===== config.mk =====
export PLATFORM = sky130hd
export DESIGN_NAME = camera
export DESIGN_NICKNAME = d
export VERILOG_FILES = /design/src/camera_pkg.sv /design/src/camera.sv /design/src/capture_ctrl.sv /design/src/frame_crop.sv /design/src/image_buffer.sv /design/src/pixel_packer.sv
export SDC_FILE = /design/constraint.sdc
export NUM_CORES = 2
export LEC_CHECK = 0
export BUFFER_PORTS_ARGS = -buffer_cell sky130_fd_sc_hd__buf_2
export CORE_MARGIN = 1.5
export CORE_UTILIZATION = 30
export CTS_CLUSTER_SIZE = 12
export DETAILED_ROUTE_END_ITERATION = 8
export GPL_TIMING_DRIVEN = 0
export PLACE_DENSITY = 0.51
export SYNTH_ARGS = -nofsm -noshare
export SYNTH_HDL_FRONTEND = slang
export SYNTH_HIERARCHICAL = 1
export SYNTH_SLANG_ARGS = --single-unit
export TNS_END_PERCENT = 50

===== constraint.sdc =====
create_clock -name clock_spi_in -period 4 [get_ports clock_spi_in]
set_clock_uncertainty 0.15 [all_clocks]
set_input_delay 0.2 -clock clock_spi_in [delete_from_list [all_inputs] [get_ports clock_spi_in]]
set_output_delay 0.2 -clock clock_spi_in [all_outputs]
set_load 0.005 [all_outputs]

===== src/camera_pkg.sv =====
package camera_pkg;

    // Widths with a meaning of their own
    typedef logic [9:0]  color_t;        // One colour channel
    typedef logic [7:0]  byte_t;         // Command, response or buffer byte
    typedef logic [15:0] buffer_addr_t;  // Buffer address or byte count

    // Debayered pixel with its frame timing levels
    typedef struct packed {
        color_t red;
        color_t green;
        color_t blue;
        logic   line_valid;
        logic   frame_valid;
    } pixel_stream_t;

    // Write port request into the image buffer
    typedef struct packed {
        logic         enable;
        buffer_addr_t address;
        byte_t        data;
    } buffer_write_t;

    typedef enum logic [1:0] {
        CTRL_IDLE,
        CTRL_ARMED,
        CTRL_CAPTURING
    } ctrl_state_t;

    // Crop window, half open, in columns and lines
    localparam logic [15:0] CROP_X_START = 16'd8;
    localparam logic [15:0] CROP_X_END   = 16'd24;
    localparam logic [15:0] CROP_Y_START = 16'd6;
    localparam logic [15:0] CROP_Y_END   = 16'd22;

    // One RGB332 byte per cropped pixel
    localparam buffer_addr_t CAPTURE_SIZE =
        buffer_addr_t'((CROP_X_END - CROP_X_START) * (CROP_Y_END - CROP_Y_START));

    localparam int BUFFER_ADDR_BITS = $clog2(CAPTURE_SIZE);

    // Host opcodes
    localparam byte_t OP_CAPTURE         = 8'h20;
    localparam byte_t OP_BYTES_AVAILABLE = 8'h21;
    localparam byte_t OP_READ_DATA       = 8'h22;

endpackage


===== src/camera.sv =====
`timescale 1ns/1ps

module camera import camera_pkg::*; (
    input  logic          clock_spi_in,
    input  logic          mipi_byte_reset_n,
    input  pixel_stream_t pixel_i,
    input  byte_t         op_code_i,
    input  logic          op_code_valid_i,
    input  logic          operand_valid_i,
    input  int            operand_count_i,
    output byte_t         response_o,
    output logic          response_valid_o
);

    pixel_stream_t cropped_pixel;
    buffer_write_t buffer_write;
    buffer_addr_t  read_address;
    byte_t         read_data;
    logic          capture_active;

    frame_crop frame_crop (
        .clock_spi_in      (clock_spi_in),
        .mipi_byte_reset_n (mipi_byte_reset_n),
        .pixel_i           (pixel_i),
        .pixel_o           (cropped_pixel)
    );

    pixel_packer pixel_packer (
        .clock_spi_in      (clock_spi_in),
        .mipi_byte_reset_n (mipi_byte_reset_n),
        .pixel_i           (cropped_pixel),
        .capture_active_i  (capture_active),
        .write_o           (buffer_write)
    );

    image_buffer image_buffer (
        .clock_spi_in   (clock_spi_in),
        .write_i        (buffer_write),
        .read_address_i (read_address),
        .read_data_o    (read_data)
    );

    capture_ctrl capture_ctrl (
        .clock_spi_in          (clock_spi_in),
        .mipi_byte_reset_n     (mipi_byte_reset_n),
        .op_code_i             (op_code_i),
        .op_code_valid_i       (op_code_valid_i),
        .operand_valid_i       (operand_valid_i),
        .operand_count_i       (operand_count_i),
        .cropped_frame_valid_i (cropped_pixel.frame_valid),
        .read_data_i           (read_data),
        .read_address_o        (read_address),
        .capture_active_o      (capture_active),
        .response_o            (response_o),
        .response_valid_o      (response_valid_o)
    );

endmodule


===== src/capture_ctrl.sv =====
`timescale 1ns/1ps

module capture_ctrl import camera_pkg::*; (
    input  logic         clock_spi_in,
    input  logic         mipi_byte_reset_n,
    input  byte_t        op_code_i,
    input  logic         op_code_valid_i,
    input  logic         operand_valid_i,
    input  int           operand_count_i,
    input  logic         cropped_frame_valid_i,
    input  byte_t        read_data_i,
    output buffer_addr_t read_address_o,
    output logic         capture_active_o,
    output byte_t        response_o,
    output logic         response_valid_o
);

    ctrl_state_t  state;
    buffer_addr_t bytes_read;
    buffer_addr_t bytes_remaining;
    logic         last_operand_valid;
    logic         operand_rise;
    logic         capture_request;
    logic [1:0]   frame_edge;     // Previous and current frame valid

    assign bytes_remaining = CAPTURE_SIZE - bytes_read;
    assign operand_rise    = operand_valid_i && !last_operand_valid;
    assign capture_request = op_code_valid_i && (op_code_i == OP_CAPTURE);

    assign read_address_o   = bytes_read;
    assign capture_active_o = (state == CTRL_CAPTURING);

    // Capture FSM, follows the cropped frame through the edge monitor
    always_ff @(posedge clock_spi_in or negedge mipi_byte_reset_n) begin
        if (!mipi_byte_reset_n) begin
            state      <= CTRL_IDLE;
            frame_edge <= 2'b00;
        end else begin
            frame_edge <= {frame_edge[0], cropped_frame_valid_i};

            case (state)
                CTRL_IDLE: begin
                    if (capture_request) begin
                        state <= CTRL_ARMED;
                    end
                end
                CTRL_ARMED: begin
                    if (frame_edge == 2'b01) begin
                        state <= CTRL_CAPTURING;   // Frame start
                    end
                end
                CTRL_CAPTURING: begin
                    if (frame_edge == 2'b10) begin
                        state <= CTRL_IDLE;        // Frame end
                    end
                end
                default: begin
                    state <= CTRL_IDLE;
                end
            endcase
        end
    end

    // Host command decode and responses
    always_ff @(posedge clock_spi_in or negedge mipi_byte_reset_n) begin
        if (!mipi_byte_reset_n) begin
            bytes_read         <= '0;
            last_operand_valid <= 1'b0;
            response_o         <= '0;
            response_valid_o   <= 1'b0;
        end else begin
            last_operand_valid <= operand_valid_i;

            if (op_code_valid_i) begin
                case (op_code_i)
                    OP_CAPTURE: begin
                        if (state == CTRL_IDLE) begin
                            bytes_read <= '0;      // New capture, restart reading
                        end
                    end
                    OP_BYTES_AVAILABLE: begin
                        if (operand_count_i == 0) begin
                            response_o <= bytes_remaining[15:8];
                        end else if (operand_count_i == 1) begin
                            response_o <= bytes_remaining[7:0];
                        end
                        response_valid_o <= 1'b1;
                    end
                    OP_READ_DATA: begin
                        response_o       <= read_data_i;
                        response_valid_o <= 1'b1;
                        if (operand_rise) begin
                            bytes_read <= bytes_read + 16'd1;
                        end
                    end
                    default: begin
                        response_valid_o <= 1'b0;  // Unknown opcode
                    end
                endcase
            end else begin
                response_valid_o <= 1'b0;
            end
        end
    end

    // A response only ever follows an active command
    a_response_after_command: assert property (
        @(posedge clock_spi_in) disable iff (!mipi_byte_reset_n)
        response_valid_o |-> $past(op_code_valid_i)
    );

    // Capture always passes through the armed state
    a_idle_not_to_capturing: assert property (
        @(posedge clock_spi_in) disable iff (!mipi_byte_reset_n)
        (state == CTRL_IDLE) |=> (state != CTRL_CAPTURING)
    );

endmodule


===== src/frame_crop.sv =====
`timescale 1ns/1ps

module frame_crop import camera_pkg::*; (
    input  logic          clock_spi_in,
    input  logic          mipi_byte_reset_n,
    input  pixel_stream_t pixel_i,
    output pixel_stream_t pixel_o
);

    logic [15:0]   x_count;      // Column of the current pixel
    logic [15:0]   y_count;      // Line of the current pixel
    logic          last_line_valid;
    logic          pixel_valid;
    logic          line_end;
    logic          in_window;
    pixel_stream_t pixel_q;

    assign pixel_valid = pixel_i.line_valid && pixel_i.frame_valid;
    assign line_end    = last_line_valid && !pixel_i.line_valid;

    assign in_window = (x_count >= CROP_X_START) && (x_count < CROP_X_END) &&
                       (y_count >= CROP_Y_START) && (y_count < CROP_Y_END);

    // Column and line counters
    always_ff @(posedge clock_spi_in or negedge mipi_byte_reset_n) begin
        if (!mipi_byte_reset_n) begin
            x_count         <= '0;
            y_count         <= '0;
            last_line_valid <= 1'b0;
        end else begin
            last_line_valid <= pixel_i.line_valid;

            if (!pixel_i.line_valid) begin
                x_count <= '0;                 // End of line
            end else if (pixel_valid) begin
                x_count <= x_count + 16'd1;
            end

            if (!pixel_i.frame_valid) begin
                y_count <= '0;
            end else if (line_end) begin
                y_count <= y_count + 16'd1;
            end
        end
    end

    // Output register, colours pass unchanged
    always_ff @(posedge clock_spi_in or negedge mipi_byte_reset_n) begin
        if (!mipi_byte_reset_n) begin
            pixel_q <= '0;
        end else begin
            pixel_q.red         <= pixel_i.red;
            pixel_q.green       <= pixel_i.green;
            pixel_q.blue        <= pixel_i.blue;
            pixel_q.frame_valid <= pixel_i.frame_valid;
            pixel_q.line_valid  <= pixel_i.line_valid && in_window;
        end
    end

    assign pixel_o = pixel_q;

    // Cropped line valid stays inside the frame
    a_line_in_frame: assert property (
        @(posedge clock_spi_in) disable iff (!mipi_byte_reset_n)
        pixel_o.line_valid |-> pixel_o.frame_valid
    );

endmodule


===== src/image_buffer.sv =====
`timescale 1ns/1ps

module image_buffer import camera_pkg::*; (
    input  logic          clock_spi_in,
    input  buffer_write_t write_i,
    input  buffer_addr_t  read_address_i,
    output byte_t         read_data_o
);

    byte_t memory [CAPTURE_SIZE];

    logic [BUFFER_ADDR_BITS-1:0] write_index;
    logic [BUFFER_ADDR_BITS-1:0] read_index;

    assign write_index = write_i.address[BUFFER_ADDR_BITS-1:0];
    assign read_index  = read_address_i[BUFFER_ADDR_BITS-1:0];

    always_ff @(posedge clock_spi_in) begin
        if (write_i.enable) begin
            memory[write_index] <= write_i.data;
        end
    end

    // Registered read, one cycle behind the address
    always_ff @(posedge clock_spi_in) begin
        read_data_o <= memory[read_index];
    end

endmodule


===== src/pixel_packer.sv =====
`timescale 1ns/1ps

module pixel_packer import camera_pkg::*; (
    input  logic          clock_spi_in,
    input  logic          mipi_byte_reset_n,
    input  pixel_stream_t pixel_i,
    input  logic          capture_active_i,
    output buffer_write_t write_o
);

    buffer_addr_t  pixel_count;  // Cropped pixels seen in this frame
    logic          pixel_valid;
    byte_t         rgb332;
    buffer_write_t write_q;

    assign pixel_valid = pixel_i.line_valid && pixel_i.frame_valid;

    // Top bits of each channel, blue gets two
    assign rgb332 = {pixel_i.red[9:7], pixel_i.green[9:7], pixel_i.blue[9:8]};

    always_ff @(posedge clock_spi_in or negedge mipi_byte_reset_n) begin
        if (!mipi_byte_reset_n) begin
            pixel_count <= '0;
        end else if (!pixel_i.frame_valid) begin
            pixel_count <= '0;               // Restart between frames
        end else if (pixel_valid) begin
            pixel_count <= pixel_count + 16'd1;
        end
    end

    always_ff @(posedge clock_spi_in or negedge mipi_byte_reset_n) begin
        if (!mipi_byte_reset_n) begin
            write_q <= '0;
        end else begin
            write_q.enable  <= pixel_valid && capture_active_i;
            write_q.address <= pixel_count;
            write_q.data    <= rgb332;
        end
    end

    assign write_o = write_q;

    // A full frame never runs past the buffer
    a_write_in_range: assert property (
        @(posedge clock_spi_in) disable iff (!mipi_byte_reset_n)
        write_o.enable |-> (write_o.address < CAPTURE_SIZE)
    );

endmodule

==> results.py <==
metrics = {
    "detailed_routing": {
        "detailedRoute.firstPassIterationCount": 5,
        "drt_first_iter_violations": 6213,
        "num_vias": 45500,
        "drt_wl_total_um": 273000,
        "antenna_left": 0,
        "via_per_instance_ratio": 5.35,
        "wl_per_cell_um": 32.2,
        "drc": 0,
    },
    "critical_path": {
        "path_class": "reg -> reg",
        "timing.critical_path.to_type": "flop",
        "slowest_stage": "sky130_fd_sc_hd__dfrtp_1",
        "cp_common_cell": "sky130_fd_sc_hd__buf_4",
        "worst_path_dominant_cell_family": "simple AND/OR/NAND/NOR gates",
        "worstPathArrival_ns": 4.78,
        "crit_path_start_kind": "flop",
        "worstPathRequired_ns": 4.54,
        "critical_path.max_stage_delay_ns": 0.58,
        "cp_num_buf_inv": 3,
        "worstPathCellList": "buf_4, buf_4, nor2_2, clkbuf_4, a22oi_1, a21oi_1, nor4_2, nor4_4",
        "worst-path-max-fanout": 10,
    },
    "synthesis": {
        "synthesis.nets": 4306,
        "syn_area_per_cell_um2": 20.0,
        "synthesis.instances": 4223,
        "synth.cell_area_mm2": 0.0844,
        "yosys_warnings": 6,
    },
    "timing": {
        "layout_min_cycle_time_ns": 4.23,
        "worst_pin_slew_ns": 1.45,
        "final.setup.tns_ns": -5.51,
        "timing.final.setup_violations": 133,
        "timing_max_transition_violations_final": 0,
        "setup_ws_ns": -0.231,
        "max-slew-margin-rel_pct": 2.69,
        "unrepaired_setup_endpoints_after_global_routing": "true",
        "fin_crit_sh_pct": 106,
        "report.final.hold_viol_count": 0,
        "fmaxAchievable_ghz": 0.236,
    },
    "layout": {
        "final_nets": 4672,
        "drive_gt1_share_pct": 24.7,
        "n_fill_cell": 26100,
        "flow.area_growth_from_synthesis_pct": 16.8,
        "final_cell_area_mm2": 0.0986,
    },
    "outcome": {
        "failed_checks": "negative setup slack",
        "status": "finished, violations left",
    },
    "global_routing": {
        "number_of_global_route_vias_before_repair": 45100,
        "antenna_violations_before_repair": 20,
        "grt.total_usage_pct": 19.0,
        "grt_first_pass_wirelength_um": 374000,
        "grt_max_degree": 93,
        "grt.overflow.total": 0,
    },
    "power_and_ir_drop": {
        "swShare_pct": 20.9,
        "pwr-share-clk_pct": 43.8,
        "power.static_leakage_nw": 29.7,
        "sequential_fraction_of_design_power_pct": 54.1,
        "power_per_unit_of_standard_cell_area_mw_per_mm2": 464,
        "share_comb_of_total_power_pct": 2.1,
        "total_switching_power_mw": 9.59,
        "power.internal_mw": 36.2,
        "ir_drop_worst_case_vdd_uv": 416,
    },
    "floorplanning": {
        "floorplan.die_area_mm2": 0.285,
        "die_height_um": 534,
        "num_rows": 194,
        "io_pins": 85,
        "core_area_mm2": 0.280,
        "die_width_um": 534,
        "floorplan.initialDensity_pct": 30.2,
    },
    "clock_network": {
        "cts.clk_slew.worst_paths_ns": 0.06,
        "total_clock_sinks": 2154,
        "clk_path_buf_depth": 3,
        "clock_tree.htree_level_count": 4,
        "tritoncts.num_buffers": 224,
        "ctsRootBufferMaster": "sky130_fd_sc_hd__clkbuf_16",
        "clock_latency_ns": 0.90,
        "tritoncts": "yes",
    },
    "worst_hold_path": {
        "hold_class": "in -> reg",
    },
    "place": {
        "hpwl_um": 186000,
        "routabilityCongestion": 0.946,
        "preCtsSetupSlack_ns": -1.94,
        "place.port_buffers": 62,
        "postPlaceCellArea_mm2": 0.0903,
    },
    "run": {
        "maxCapViolations": 0,
    },
}
[worst reg2reg max path: stages (launching register included)]
cell,delay (ns)
sky130_fd_sc_hd__dfrtp_1,0.58
sky130_fd_sc_hd__buf_4,0.36
sky130_fd_sc_hd__buf_4,0.33
sky130_fd_sc_hd__nor2_2,0.55
sky130_fd_sc_hd__clkbuf_4,0.54
sky130_fd_sc_hd__a22oi_1,0.24
sky130_fd_sc_hd__a21oi_1,0.55
sky130_fd_sc_hd__nor4_2,0.19
sky130_fd_sc_hd__nor4_4,0.57
[through the flow]
step / util, % / power, mW / std cells / hold slack (ns)
2_1_floorplan: - / 25.7 / 4223 / -0.246
3_3_place_gp: 32.0 / 26.1 / 8009 / 0.158
3_5_place_dp: 32.3 / 26.2 / 8042 / 0.128
4_1_cts: 35.2 / 46.2 / 8499 / 0.0135
5_1_grt: 35.3 / 47.0 / 8500 / 0.0605
6_report: 35.3 / 45.8 / 8505 / 0.0584
[registers in the layout (all words and copies together), names as in the netlist, 2 cells and up]
signal,cells
frame_crop/x_count,16
pixel_packer/write_o,17
frame_crop/y_count,16
frame_crop/pixel_o,10
capture_ctrl/read_address_o,16
image_buffer/memory,2048
image_buffer/read_data_o,8
capture_ctrl/frame_edge,2
pixel_packer/pixel_count,8
capture_ctrl/response_o,8
capture_ctrl/state,2
[cell type report]
cell class              count  area [um^2]  area share, %
multi-input cells        1794        19400           19.6
diodes                      5         12.5         0.0127
inverters                  15         56.3         0.0571
clock inverters            96          900          0.912
plain buffers             259         1840           1.86
clock buffers             317         6100           6.18
flip-flops and latches   2154        64100           65.0
well taps                3724         4660           4.72
repair buffers            141         1580           1.60
[routing by layer]
metal / wire, um / track usage (%) / vias to the layer above
met4: 11600 / 7.72 / 5
met1: 112000 / 25.8 / 24700
met2: 126000 / 29.6 / 2128
met3: 23400 / 3.95 / 436
li1: - / - / 18200
met5: 76 / 0 / -
[cell usage in the layout, fill, tap and decap left out, types with 16 or more instances in the layout]
cell type / count
sky130_fd_sc_hd__a22oi_1: 130
sky130_fd_sc_hd__nor2_2: 46
sky130_fd_sc_hd__mux2i_1: 140
sky130_fd_sc_hd__a21oi_2: 18
sky130_fd_sc_hd__clkbuf_1: 140
sky130_fd_sc_hd__nand2_1: 71
sky130_fd_sc_hd__dlygate4sd3_1: 42
sky130_fd_sc_hd__nor4_1: 24
sky130_fd_sc_hd__xnor2_1: 23
sky130_fd_sc_hd__o221ai_1: 45
sky130_fd_sc_hd__clkbuf_16: 226
sky130_fd_sc_hd__and2_1: 16
sky130_fd_sc_hd__clkbuf_2: 45
sky130_fd_sc_hd__nand3_1: 54
sky130_fd_sc_hd__buf_16: 24
sky130_fd_sc_hd__buf_2: 93
sky130_fd_sc_hd__clkinv_1: 47
sky130_fd_sc_hd__edfxtp_1: 2048
sky130_fd_sc_hd__nand2b_1: 17
sky130_fd_sc_hd__nor2b_1: 36
sky130_fd_sc_hd__buf_4: 49
sky130_fd_sc_hd__dfrtp_1: 89
sky130_fd_sc_hd__xor2_1: 20
sky130_fd_sc_hd__a211oi_1: 20
sky130_fd_sc_hd__clkinv_2: 21
sky130_fd_sc_hd__o22ai_1: 27
sky130_fd_sc_hd__a21oi_1: 98
sky130_fd_sc_hd__nor2_1: 281
sky130_fd_sc_hd__buf_6: 29
sky130_fd_sc_hd__mux4_2: 454
sky130_fd_sc_hd__nand4_1: 27
sky130_fd_sc_hd__o21ai_0: 41
sky130_fd_sc_hd__nor3_1: 17
[power groups by stage]
stage	registers, mW	clock network, mW	logic, mW
3_5_place_dp	25.2	0	0.925
5_1_grt	24.8	21.2	1.01
3_3_place_gp	25.6	0	0.540
6_report	24.8	20.1	0.958
4_1_cts	24.8	20.4	0.962
2_1_floorplan	25.4	0	0.328
[timing repair]
item / CTS / global route
gates resized for setup: 217 / 47
cloned: 0 / 0
endpoints found under the hold margin: 165 / 0
endpoints found under the setup margin: 225 / 358
hold buffers: 44 / 0
buffers inserted: 1 / 1
pin swaps: 3 / 3
[worst paths after layout]
check	cells past startpoint	from	slack, ns	to
setup / recovery	8	capture_ctrl/read_address_o[2]$_DFFE_PN0P_	-0.23	image_buffer/read_data_o[3]$_DFF_P_
hold / removal	7	operand_count_i[23]	0.06	capture_ctrl/response_o[5]$_DFFE_PN0P_
setup reg to reg	8	capture_ctrl/read_address_o[2]$_DFFE_PN0P_	-0.23	image_buffer/read_data_o[3]$_DFF_P_
hold reg to reg	0	frame_crop/pixel_o[19]$_DFF_PN0_	0.20	pixel_packer/write_o[2]$_DFF_PN0_
max in group asynchronous	4	mipi_byte_reset_n	3.06	pixel_packer/write_o[5]$_DFF_PN0_
min in group asynchronous	4	mipi_byte_reset_n	0.30	capture_ctrl/last_operand_valid$_DFF_PN0_
Power figures use the tool's default switching activity.
